==> src/hdl/trap_pkg.sv <==
`default_nettype none

package trap_pkg;

  //////////////////////////////////////////////////////////////////////
  // Machine parameters
  //////////////////////////////////////////////////////////////////////

  localparam int unsigned XLEN     = 32;
  localparam int unsigned NUM_IRQ  = 16;
  localparam int unsigned IRQ_ID_W = $clog2(NUM_IRQ);

  // Traps always land on one fixed handler, since vectored mode is absent
  localparam logic [XLEN-1:0] MTVEC_BASE = 32'h0000_0100;

  // Only MIE and MPIE are implemented in mstatus
  localparam int unsigned MSTATUS_MIE_BIT  = 3;
  localparam int unsigned MSTATUS_MPIE_BIT = 7;
  localparam logic [XLEN-1:0] CSR_WRITABLE_MASK =
    (XLEN'(1) << MSTATUS_MIE_BIT) | (XLEN'(1) << MSTATUS_MPIE_BIT);

  //////////////////////////////////////////////////////////////////////
  // Encodings
  //////////////////////////////////////////////////////////////////////

  // Exception codes as written to mcause with the interrupt bit clear
  typedef enum logic [4:0] {
    EXC_NONE            = 5'd0,
    EXC_INSTR_FAULT     = 5'd1,
    EXC_ILLEGAL_INSN    = 5'd2,
    EXC_BREAKPOINT      = 5'd3,
    EXC_ECALL_MMODE     = 5'd11,
    EXC_INSTR_BUS_FAULT = 5'd24
  } exc_cause_e;

  typedef enum logic [11:0] {
    CSR_MSTATUS = 12'h300,
    CSR_MIE     = 12'h304,
    CSR_MEPC    = 12'h341,
    CSR_MCAUSE  = 12'h342
  } csr_addr_e;

  // FLUSH lasts one cycle and drops the slot behind a redirect
  typedef enum logic {
    CTRL_RUN   = 1'b0,
    CTRL_FLUSH = 1'b1
  } ctrl_state_e;

  //////////////////////////////////////////////////////////////////////
  // Structures passed between the blocks
  //////////////////////////////////////////////////////////////////////

  typedef struct packed {
    logic            valid;
    logic [XLEN-1:0] pc;
    logic            illegal_insn;
    logic            ecall_insn;
    logic            ebrk_insn;
    logic            bus_err;
    logic            mpu_err;
    logic            mret_insn;
  } retire_t;

  // Fault flags are already reduced to one cause at this point
  typedef struct packed {
    logic            valid;
    logic [XLEN-1:0] pc;
    exc_cause_e      exc_cause;
    logic            mret;
  } wb_pipe_t;

  typedef struct packed {
    logic            take;
    logic            is_irq;
    logic [4:0]      cause;
    logic [XLEN-1:0] epc;
  } trap_req_t;

endpackage

`default_nettype wire

==> src/hdl/trap_csr_regs.sv <==
`timescale 1ns/10ps
`default_nettype none

module trap_csr_regs (
  input  wire logic                              clk,
  input  wire logic                              rst_ni,
  input  wire logic                              csr_we_i,
  input  wire trap_pkg::csr_addr_e               csr_waddr_i,
  input  wire logic [trap_pkg::XLEN-1:0]         csr_wdata_i,
  input  wire trap_pkg::csr_addr_e               csr_raddr_i,
  input  wire trap_pkg::trap_req_t               trap_req_i,
  input  wire logic                              mret_exec_i,
  output logic [trap_pkg::XLEN-1:0]              csr_rdata_o,
  output logic [trap_pkg::NUM_IRQ-1:0]           mie_o,
  output logic                                   mstatus_mie_o,
  output logic [trap_pkg::XLEN-1:0]              mepc_o
);

  logic                          mstatus_mie_q;
  logic                          mstatus_mpie_q;
  logic [trap_pkg::NUM_IRQ-1:0]  mie_q;
  logic [trap_pkg::XLEN-1:2]     mepc_q;
  logic                          mcause_irq_q;
  logic [4:0]                    mcause_code_q;
  logic [trap_pkg::XLEN-1:0]     mstatus_wdata;
  logic                          wr_mstatus;
  logic                          wr_mie;
  logic                          wr_mepc;
  logic                          wr_mcause;

  assign wr_mstatus = csr_we_i && (csr_waddr_i == trap_pkg::CSR_MSTATUS);
  assign wr_mie     = csr_we_i && (csr_waddr_i == trap_pkg::CSR_MIE);
  assign wr_mepc    = csr_we_i && (csr_waddr_i == trap_pkg::CSR_MEPC);
  assign wr_mcause  = csr_we_i && (csr_waddr_i == trap_pkg::CSR_MCAUSE);

  // Bits outside MIE and MPIE do not exist and are dropped on write
  assign mstatus_wdata = csr_wdata_i & trap_pkg::CSR_WRITABLE_MASK;

  //////////////////////////////////////////////////////////////////////
  // Register updates, hardware events before software writes
  //////////////////////////////////////////////////////////////////////

  always_ff @(posedge clk or negedge rst_ni) begin
    if (!rst_ni) begin
      mstatus_mie_q  <= 1'b0;
      mstatus_mpie_q <= 1'b0;
    end else if (trap_req_i.take) begin
      // Stack the enable and block further interrupts in the handler
      mstatus_mpie_q <= mstatus_mie_q;
      mstatus_mie_q  <= 1'b0;
    end else if (mret_exec_i) begin
      mstatus_mie_q  <= mstatus_mpie_q;
      mstatus_mpie_q <= 1'b1;
    end else if (wr_mstatus) begin
      mstatus_mie_q  <= mstatus_wdata[trap_pkg::MSTATUS_MIE_BIT];
      mstatus_mpie_q <= mstatus_wdata[trap_pkg::MSTATUS_MPIE_BIT];
    end
  end

  // mie has no hardware writer so software always gets through
  always_ff @(posedge clk or negedge rst_ni) begin
    if (!rst_ni) begin
      mie_q <= '0;
    end else if (wr_mie) begin
      mie_q <= csr_wdata_i[trap_pkg::NUM_IRQ-1:0];
    end
  end

  always_ff @(posedge clk or negedge rst_ni) begin
    if (!rst_ni) begin
      mepc_q        <= '0;
      mcause_irq_q  <= 1'b0;
      mcause_code_q <= '0;
    end else begin
      // Low two bits of mepc are hardwired to zero
      if (trap_req_i.take) begin
        mepc_q <= trap_req_i.epc[trap_pkg::XLEN-1:2];
      end else if (wr_mepc) begin
        mepc_q <= csr_wdata_i[trap_pkg::XLEN-1:2];
      end
      if (trap_req_i.take) begin
        mcause_irq_q  <= trap_req_i.is_irq;
        mcause_code_q <= trap_req_i.cause;
      end else if (wr_mcause) begin
        mcause_irq_q  <= csr_wdata_i[trap_pkg::XLEN-1];
        mcause_code_q <= csr_wdata_i[4:0];
      end
    end
  end

  // Read mux, unmapped addresses return zero
  always_comb begin
    csr_rdata_o = '0;
    case (csr_raddr_i)
      trap_pkg::CSR_MSTATUS: begin
        csr_rdata_o[trap_pkg::MSTATUS_MIE_BIT]  = mstatus_mie_q;
        csr_rdata_o[trap_pkg::MSTATUS_MPIE_BIT] = mstatus_mpie_q;
      end
      trap_pkg::CSR_MIE:    csr_rdata_o[trap_pkg::NUM_IRQ-1:0] = mie_q;
      trap_pkg::CSR_MEPC:   csr_rdata_o = {mepc_q, 2'b00};
      trap_pkg::CSR_MCAUSE: begin
        csr_rdata_o[trap_pkg::XLEN-1] = mcause_irq_q;
        csr_rdata_o[4:0]              = mcause_code_q;
      end
      default: csr_rdata_o = '0;
    endcase
  end

  assign mie_o         = mie_q;
  assign mstatus_mie_o = mstatus_mie_q;
  assign mepc_o        = {mepc_q, 2'b00};

  // The handler must start with interrupts masked, even if software wrote MIE
  a_trap_masks_mie : assert property (@(posedge clk) disable iff (!rst_ni)
    trap_req_i.take |=> !mstatus_mie_q)
    else $error("mstatus.mie still set after a taken trap");

endmodule

`default_nettype wire

==> src/hdl/trap_ctrl.sv <==
`timescale 1ns/10ps
`default_nettype none

module trap_ctrl (
  input  wire logic                              clk,
  input  wire logic                              rst_ni,
  input  wire trap_pkg::wb_pipe_t                wb_pipe_i,
  input  wire logic [trap_pkg::NUM_IRQ-1:0]      irq_i,
  input  wire logic [trap_pkg::NUM_IRQ-1:0]      mie_i,
  input  wire logic                              mstatus_mie_i,
  input  wire logic [trap_pkg::XLEN-1:0]         mepc_i,
  output trap_pkg::trap_req_t                    trap_req_o,
  output logic                                   mret_exec_o,
  output logic                                   pc_set_o,
  output logic [trap_pkg::XLEN-1:0]              pc_target_o,
  output logic                                   irq_ack_o,
  output logic [trap_pkg::IRQ_ID_W-1:0]          irq_id_o,
  output logic                                   commit_o
);

  trap_pkg::ctrl_state_e           state_q;
  trap_pkg::ctrl_state_e           state_d;
  logic [trap_pkg::NUM_IRQ-1:0]    irq_pending;
  logic [trap_pkg::IRQ_ID_W-1:0]   irq_sel;
  logic                            slot_live;
  logic                            irq_take;
  logic                            exc_take;
  logic                            mret_take;

  //////////////////////////////////////////////////////////////////////
  // Outcome selection for the slot in writeback
  //////////////////////////////////////////////////////////////////////

  // Only lines enabled in mie count as pending
  assign irq_pending = irq_i & mie_i;

  // Scan from the top so the lowest pending index is left in irq_sel
  always_comb begin
    irq_sel = '0;
    for (int i = trap_pkg::NUM_IRQ - 1; i >= 0; i--) begin
      if (irq_pending[i]) begin
        irq_sel = trap_pkg::IRQ_ID_W'(i);
      end
    end
  end

  // A slot behind a redirect is dead and neither traps nor commits
  assign slot_live = (state_q == trap_pkg::CTRL_RUN) && wb_pipe_i.valid;

  // Interrupts are taken on a valid slot and win over its exception
  assign irq_take  = slot_live && mstatus_mie_i && (|irq_pending);
  assign exc_take  = slot_live && !irq_take && (wb_pipe_i.exc_cause != trap_pkg::EXC_NONE);
  assign mret_take = slot_live && !irq_take && !exc_take && wb_pipe_i.mret;

  // An mret still retires and redirects as well
  assign commit_o    = slot_live && !irq_take && !exc_take;
  assign mret_exec_o = mret_take;
  assign pc_set_o    = irq_take || exc_take || mret_take;
  assign pc_target_o = mret_take ? mepc_i : trap_pkg::MTVEC_BASE;
  assign irq_ack_o   = irq_take;
  assign irq_id_o    = irq_sel;

  // The interrupt index doubles as the cause code in the command to the CSR bank
  always_comb begin
    trap_req_o.take   = irq_take || exc_take;
    trap_req_o.is_irq = irq_take;
    trap_req_o.cause  = irq_take ? 5'(irq_sel) : wb_pipe_i.exc_cause;
    trap_req_o.epc    = wb_pipe_i.pc;
  end

  //////////////////////////////////////////////////////////////////////
  // Run and flush FSM
  //////////////////////////////////////////////////////////////////////

  // Every redirect costs exactly one flushed slot
  assign state_d = pc_set_o ? trap_pkg::CTRL_FLUSH : trap_pkg::CTRL_RUN;

  always_ff @(posedge clk or negedge rst_ni) begin
    if (!rst_ni) begin
      state_q <= trap_pkg::CTRL_RUN;
    end else begin
      state_q <= state_d;
    end
  end

  // The slot dropped in a flush cycle neither redirects nor commits
  a_quiet_flush : assert property (@(posedge clk) disable iff (!rst_ni)
    (state_q == trap_pkg::CTRL_FLUSH) |-> (!pc_set_o && !commit_o))
    else $error("pc_set_o or commit_o during a flush cycle");

  // The only commit that also redirects is an mret
  a_commit_redirect : assert property (@(posedge clk) disable iff (!rst_ni)
    (pc_set_o && commit_o) |-> mret_exec_o)
    else $error("pc_set_o together with a plain commit");

endmodule

`default_nettype wire

==> src/hdl/trap_sva.sv <==
`timescale 1ns/10ps
`default_nettype none

module trap_sva (
  input wire logic                          clk,
  input wire logic                          rst_ni,
  input wire trap_pkg::wb_pipe_t            wb_pipe_i,
  input wire trap_pkg::trap_req_t           trap_req_i,
  input wire logic [trap_pkg::NUM_IRQ-1:0]  mie_i,
  input wire logic                          mstatus_mie_i,
  input wire logic [trap_pkg::XLEN-1:0]     mepc_i,
  input wire logic                          irq_ack_i
);

  localparam int unsigned NUM_KIND = 5;

  // Exception kind tracked by each checker slot
  function automatic trap_pkg::exc_cause_e kind_cause(input int unsigned k);
    case (k)
      0:       return trap_pkg::EXC_INSTR_FAULT;
      1:       return trap_pkg::EXC_INSTR_BUS_FAULT;
      2:       return trap_pkg::EXC_ILLEGAL_INSN;
      3:       return trap_pkg::EXC_ECALL_MMODE;
      default: return trap_pkg::EXC_BREAKPOINT;
    endcase
  endfunction

  logic                       flush_q;
  logic                       slot_live;
  logic                       take_q;
  logic [4:0]                 take_cause_q;
  logic [NUM_KIND-1:0]        seen_q;
  logic [NUM_KIND-1:0]        written_q;
  logic [trap_pkg::XLEN-1:0]  exp_pc_q [NUM_KIND];
  logic [trap_pkg::XLEN-1:0]  act_pc_q [NUM_KIND];

  // Own view of the flush slot, rebuilt from the slot and the trap command
  assign slot_live = wb_pipe_i.valid && !flush_q;

  always_ff @(posedge clk or negedge rst_ni) begin
    if (!rst_ni) begin
      flush_q      <= 1'b0;
      take_q       <= 1'b0;
      take_cause_q <= '0;
    end else begin
      flush_q      <= trap_req_i.take || (slot_live && wb_pipe_i.mret && !irq_ack_i);
      take_q       <= trap_req_i.take && !trap_req_i.is_irq;
      take_cause_q <= trap_req_i.cause;
    end
  end

  // Expected side records the first live slot of a kind, actual side reads
  // mepc the cycle after the matching exception was taken
  for (genvar k = 0; k < NUM_KIND; k++) begin : g_kind
    always_ff @(posedge clk or negedge rst_ni) begin
      if (!rst_ni) begin
        seen_q[k]    <= 1'b0;
        written_q[k] <= 1'b0;
        exp_pc_q[k]  <= '0;
        act_pc_q[k]  <= '0;
      end else begin
        if (!seen_q[k] && slot_live && !irq_ack_i &&
            (wb_pipe_i.exc_cause == kind_cause(k))) begin
          seen_q[k]   <= 1'b1;
          exp_pc_q[k] <= {wb_pipe_i.pc[trap_pkg::XLEN-1:2], 2'b00};
        end
        if (!written_q[k] && take_q && (take_cause_q == kind_cause(k))) begin
          written_q[k] <= 1'b1;
          act_pc_q[k]  <= mepc_i;
        end
      end
    end

    a_first_mepc : assert property (@(posedge clk) disable iff (!rst_ni)
      (seen_q[k] && written_q[k]) |=> (exp_pc_q[k] == act_pc_q[k]))
      else $error("mepc mismatch for cause %0d", kind_cause(k));
  end

  // An acknowledged interrupt must be enabled both globally and per line
  a_irq_enabled : assert property (@(posedge clk) disable iff (!rst_ni)
    irq_ack_i |-> (mstatus_mie_i && mie_i[trap_req_i.cause[trap_pkg::IRQ_ID_W-1:0]]))
    else $error("interrupt taken while disabled");

endmodule

`default_nettype wire

==> src/hdl/trap_unit.sv <==
`timescale 1ns/10ps
`default_nettype none

module trap_unit (
  input  wire logic                              clk,
  input  wire logic                              rst_ni,
  input  wire trap_pkg::retire_t                 retire_i,
  input  wire logic [trap_pkg::NUM_IRQ-1:0]      irq_i,
  input  wire logic                              csr_we_i,
  input  wire trap_pkg::csr_addr_e               csr_waddr_i,
  input  wire logic [trap_pkg::XLEN-1:0]         csr_wdata_i,
  input  wire trap_pkg::csr_addr_e               csr_raddr_i,
  output logic [trap_pkg::XLEN-1:0]              csr_rdata_o,
  output logic                                   pc_set_o,
  output logic [trap_pkg::XLEN-1:0]              pc_target_o,
  output logic                                   irq_ack_o,
  output logic [trap_pkg::IRQ_ID_W-1:0]          irq_id_o,
  output logic                                   commit_o
);

  trap_pkg::wb_pipe_t            wb_pipe;
  trap_pkg::trap_req_t           trap_req;
  logic                          mret_exec;
  logic [trap_pkg::NUM_IRQ-1:0]  mie_q;
  logic                          mstatus_mie_q;
  logic [trap_pkg::XLEN-1:0]     mepc_q;

  // Writeback slot feeding the controller
  trap_wb_stage u_wb_stage (
    .clk       (clk),
    .rst_ni    (rst_ni),
    .retire_i  (retire_i),
    .wb_pipe_o (wb_pipe)
  );

  // Machine CSRs that keep trap state between events
  trap_csr_regs u_csr_regs (
    .clk           (clk),
    .rst_ni        (rst_ni),
    .csr_we_i      (csr_we_i),
    .csr_waddr_i   (csr_waddr_i),
    .csr_wdata_i   (csr_wdata_i),
    .csr_raddr_i   (csr_raddr_i),
    .trap_req_i    (trap_req),
    .mret_exec_i   (mret_exec),
    .csr_rdata_o   (csr_rdata_o),
    .mie_o         (mie_q),
    .mstatus_mie_o (mstatus_mie_q),
    .mepc_o        (mepc_q)
  );

  trap_ctrl u_ctrl (
    .clk           (clk),
    .rst_ni        (rst_ni),
    .wb_pipe_i     (wb_pipe),
    .irq_i         (irq_i),
    .mie_i         (mie_q),
    .mstatus_mie_i (mstatus_mie_q),
    .mepc_i        (mepc_q),
    .trap_req_o    (trap_req),
    .mret_exec_o   (mret_exec),
    .pc_set_o      (pc_set_o),
    .pc_target_o   (pc_target_o),
    .irq_ack_o     (irq_ack_o),
    .irq_id_o      (irq_id_o),
    .commit_o      (commit_o)
  );

  // Cross-module checks on mepc capture and interrupt enables
  trap_sva u_sva (
    .clk           (clk),
    .rst_ni        (rst_ni),
    .wb_pipe_i     (wb_pipe),
    .trap_req_i    (trap_req),
    .mie_i         (mie_q),
    .mstatus_mie_i (mstatus_mie_q),
    .mepc_i        (mepc_q),
    .irq_ack_i     (irq_ack_o)
  );

endmodule

`default_nettype wire

==> src/hdl/trap_wb_stage.sv <==
`timescale 1ns/10ps
`default_nettype none

module trap_wb_stage (
  input  wire logic              clk,
  input  wire logic              rst_ni,
  input  wire trap_pkg::retire_t retire_i,
  output trap_pkg::wb_pipe_t     wb_pipe_o
);

  trap_pkg::exc_cause_e exc_cause;
  logic                 has_exc;

  // Priority encoder, highest priority is tested first
  // An MPU fault hides every later check since the instruction was never fetched
  always_comb begin
    if (retire_i.mpu_err) begin
      exc_cause = trap_pkg::EXC_INSTR_FAULT;
    end else if (retire_i.bus_err) begin
      exc_cause = trap_pkg::EXC_INSTR_BUS_FAULT;
    end else if (retire_i.illegal_insn) begin
      exc_cause = trap_pkg::EXC_ILLEGAL_INSN;
    end else if (retire_i.ecall_insn) begin
      exc_cause = trap_pkg::EXC_ECALL_MMODE;
    end else if (retire_i.ebrk_insn) begin
      exc_cause = trap_pkg::EXC_BREAKPOINT;
    end else begin
      exc_cause = trap_pkg::EXC_NONE;
    end
  end

  assign has_exc = (exc_cause != trap_pkg::EXC_NONE);

  // One slot, refilled every cycle since there is no back-pressure
  always_ff @(posedge clk or negedge rst_ni) begin
    if (!rst_ni) begin
      wb_pipe_o <= '0;
    end else begin
      wb_pipe_o.valid     <= retire_i.valid;
      wb_pipe_o.pc        <= retire_i.pc;
      wb_pipe_o.exc_cause <= exc_cause;
      // A faulting mret traps instead of returning
      wb_pipe_o.mret      <= retire_i.mret_insn && !has_exc;
    end
  end

endmodule

`default_nettype wire

==> config.mk <==
export PLATFORM = sky130hd
export DESIGN_NAME = trap_unit
export DESIGN_NICKNAME = d
export VERILOG_FILES = /design/src/hdl/trap_pkg.sv /design/src/hdl/trap_csr_regs.sv /design/src/hdl/trap_ctrl.sv /design/src/hdl/trap_sva.sv /design/src/hdl/trap_unit.sv /design/src/hdl/trap_wb_stage.sv
export SDC_FILE = /design/constraint.sdc
export NUM_CORES = 1
export LEC_CHECK = 0
export ABC_AREA = 1
export ABC_CLOCK_PERIOD_IN_PS = 4850
export BUFFER_PORTS_ARGS = -buffer_cell sky130_fd_sc_hd__buf_2
export CORE_ASPECT_RATIO = 2
export CORE_MARGIN = 5
export CORE_UTILIZATION = 45
export CTS_CLUSTER_SIZE = 14
export DETAILED_ROUTE_END_ITERATION = 7
export PLACE_DENSITY = 0.88
export SLEW_MARGIN = 30
export SYNTH_ARGS = -nofsm -noshare
export SYNTH_HDL_FRONTEND = slang
export SYNTH_SLANG_ARGS = --single-unit
export TNS_END_PERCENT = 100
==> constraint.sdc <==
create_clock -name clk -period 4.85 [get_ports clk]
set_clock_uncertainty 0.1 [all_clocks]
set_input_delay 0.2425 -clock clk [delete_from_list [all_inputs] [get_ports clk]]
set_output_delay 0.2425 -clock clk [all_outputs]
set_load 0.05 [all_outputs]
==> flow_metrics.env <==
export IMPL_final_core_util_pct=62.0
export IMPL_fin_ws_ns=1.64
export IMPL_root_buffer="clkbuf_16"
export IMPL_die_area_sq_um=11900
export IMPL_wire_per_inst_um=15.8
export IMPL_die_w_um=79.7
export IMPL_clockBufferDepth=2
export IMPL_clock_sinks=91
export IMPL_syn_to_final_growth_pct=36.7
export IMPL_grt_use_total_pct=23.1
export IMPL_p_leak_nw=3.22
export IMPL_drtIter0Drc=286
export IMPL_rsz0062_at_grt="no"
export IMPL_synth_seq_cells=91
export IMPL_synth_edf_count=0
export IMPL_worstPathMaxFanout=35
export IMPL_finalMaxSlewViolations=0
export IMPL_die_h_um=149
export IMPL_initial_core_util_pct=45.3
export IMPL_firstDrtPassIters=4
export IMPL_min_path_type="in2reg"
export IMPL_netlist_instances=505
export IMPL_ios=185
export IMPL_h_tree_depth=3
export IMPL_synth_distinct_cells=37
export IMPL_syn_area_sq_um=4370
export IMPL_end_kind="output port"
export IMPL_hpwl_um=9500
export IMPL_cts_tree="done"
export IMPL_maxSlewHeadroom_pct=35.5
export IMPL_powerDensity_nw_per_um2=312
export IMPL_gp_congestion=0.838
export IMPL_max_vdd_ir_drop_mv=0.260
export IMPL_clk_pin_slew_ns=0.07
export IMPL_place_inst=799
export IMPL_cp_arrival_ns=2.87
export IMPL_max_freq_ghz=0.312
export IMPL_grtUsageMet3_pct=3.93
export IMPL_top_usage_layer="met2"
export IMPL_num_rows=51
export IMPL_worstSetupPathType="reg2out"
export IMPL_finalNonFillerCells=848
export IMPL_finalSetupTns_ns=0
export IMPL_min_period_over_period_pct=66.1
export IMPL_numCtsBuffers=9
export IMPL_final_common_cell="buf_2"
export IMPL_routed_via_density=5.12
export IMPL_max_cap_violations=0
export IMPL_grt_pass1_wl_um=21100
export IMPL_yosys_area_top_type_share_pct=52.1
export IMPL_antenna_found_initial=1
export IMPL_totalWireLength_um=13400
export IMPL_ctsResizeCount=0
export IMPL_outcome="finished clean"
export IMPL_synth_main_ff_cell="dfrtp_1"
export IMPL_start_kind="register"
export IMPL_vias=4339
export IMPL_cp_required_ns=4.51
export IMPL_async_flop_share_pct=100
export IMPL_clock_latency_ns=0.33
export IMPL_final_cell_mix="buf_2, dfrtp_1, nor2_1, nand2_1, inv_1"
export IMPL_synth_area_leaders="dfrtp_1, nor2_1, nand2_1"
export IMPL_nets=824
export IMPL_use_met1_pct=23.9
export IMPL_hold_viol=0
export IMPL_ys_warn_count=0
export IMPL_ys_seq_area_share_pct=52.1
export IMPL_synth_top_area_cell="dfrtp_1"
export IMPL_avgSynthCellArea_sq_um=8.65
export IMPL_fin_crit_ns=3.21
export IMPL_preCtsSetupSlack_ns=1.77
export IMPL_core_area_sq_um=9640
export IMPL_io_buffers=180
export IMPL_use_met2_pct=40.8
export IMPL_grt_max_degree=74
export IMPL_ant_nets=0
export IMPL_finalSetupViolCount=0
export IMPL_tightest_slew_ns=0.965
export IMPL_finalPower_mw=1.87
export IMPL_overflow=0
export IMPL_layout_drive_gt1_share_pct=33.0
export IMPL_grt_pass1_vias=4552
export IMPL_drc=0
==> stage by stage <==
stage                     cell area (sq um)  hold WS, ns
after floorplan                        4370       -0.153
after global placement                 5330       0.0250
after detailed placement               5340       0.0269
after CTS                              5960      0.00387
after global routing                   5970       0.0261
final                                  5970       0.0161
==> synth_stat cells, drive strengths merged (8+ instances only) <==
| library cell | count |
|---|---|
| nand3 | 24 |
| o211ai | 12 |
| inv | 68 |
| nor2 | 92 |
| clkbuf | 8 |
| dfrtp | 91 |
| o21ai | 38 |
| buf | 14 |
| nand2 | 90 |
| mux2 | 14 |
| a31oi | 8 |
| o22ai | 17 |
==> worst max-delay path, stage by stage, from the launching register on <==
cell and delay [ns]:
dfrtp_1 0.38, nand2_1 0.11, nand2_1 0.11, nor2_2 0.05, nand2_2 0.11, o21ai_4 0.10, a21oi_4 0.57, inv_2 0.47
nand2_1 0.29, buf_2 0.31
==> flip-flops by register name (all words and copies together) (netlist names) <==
signal / flops
u_csr_regs.mcause_irq_q: 1
u_csr_regs.mcause_code_q: 5
u_wb_stage.wb_pipe_o: 36
u_csr_regs.mepc_q: 30
u_csr_regs.mie_o: 16
u_csr_regs.mstatus_mie_o: 1
u_ctrl.state_q: 1
u_csr_regs.mstatus_mpie_q: 1
==> path summary, 6_finish.rpt <==
check                                    startpoint                        to  slack [ns]  cells past startpoint
setup / recovery                u_csr_regs.mie_o[2]                  pc_set_o        1.64                      9
hold / removal                          retire_i[2]   u_wb_stage.wb_pipe_o[2]        0.02                      2
setup reg to reg                u_csr_regs.mie_o[2]     u_csr_regs.mepc_q[27]        2.04                     10
hold reg to reg            u_wb_stage.wb_pipe_o[13]      u_csr_regs.mepc_q[7]        0.38                      2
max in group asynchronous                    rst_ni     u_csr_regs.mepc_q[28]        3.47                      3
min in group asynchronous                    rst_ni  u_wb_stage.wb_pipe_o[22]        0.26                      2
==> cells by family (layout without fill, tap and decap cells) <==
group	Yosys count	count (layout)	synth area share, %
other cells	1	3	0.0859
mux	14	14	3.61
compound gates	88	88	14.2
buf+inv	90	299	8.74
flops	91	91	52.1
simple gates	221	221	21.3
==> cell type report <==
cell class	instances	area, sq um
Fill cell	805	3670
Tap cell	132	165
Sequential cell	91	2280
Multi-Input combinational cell	325	1720
Timing Repair Buffer	215	1260
Antenna cell	1	2.50
Inverter	68	255
Clock inverter	5	63.8
Clock buffer	11	233
==> per-layer routing <==
layer / vias up / routed length [um]
li1: 2051 / -
met1: 2006 / 4430
met2: 224 / 7240
met3: 58 / 939
met4: 0 / 820
met5: - / 0
==> power by group <==
part	internal [mW]	switching (mW)
logic	0.119	0.183
clock network	0.403	0.290
registers	0.839	0.0301
total	1.36	0.504
==> timing repair <==
item,4_1_cts,5_1_grt
buffers inserted,0,0
hold buffers,32,0
hold endpoints to repair,49,0
Power figures use the tool's default switching activity.
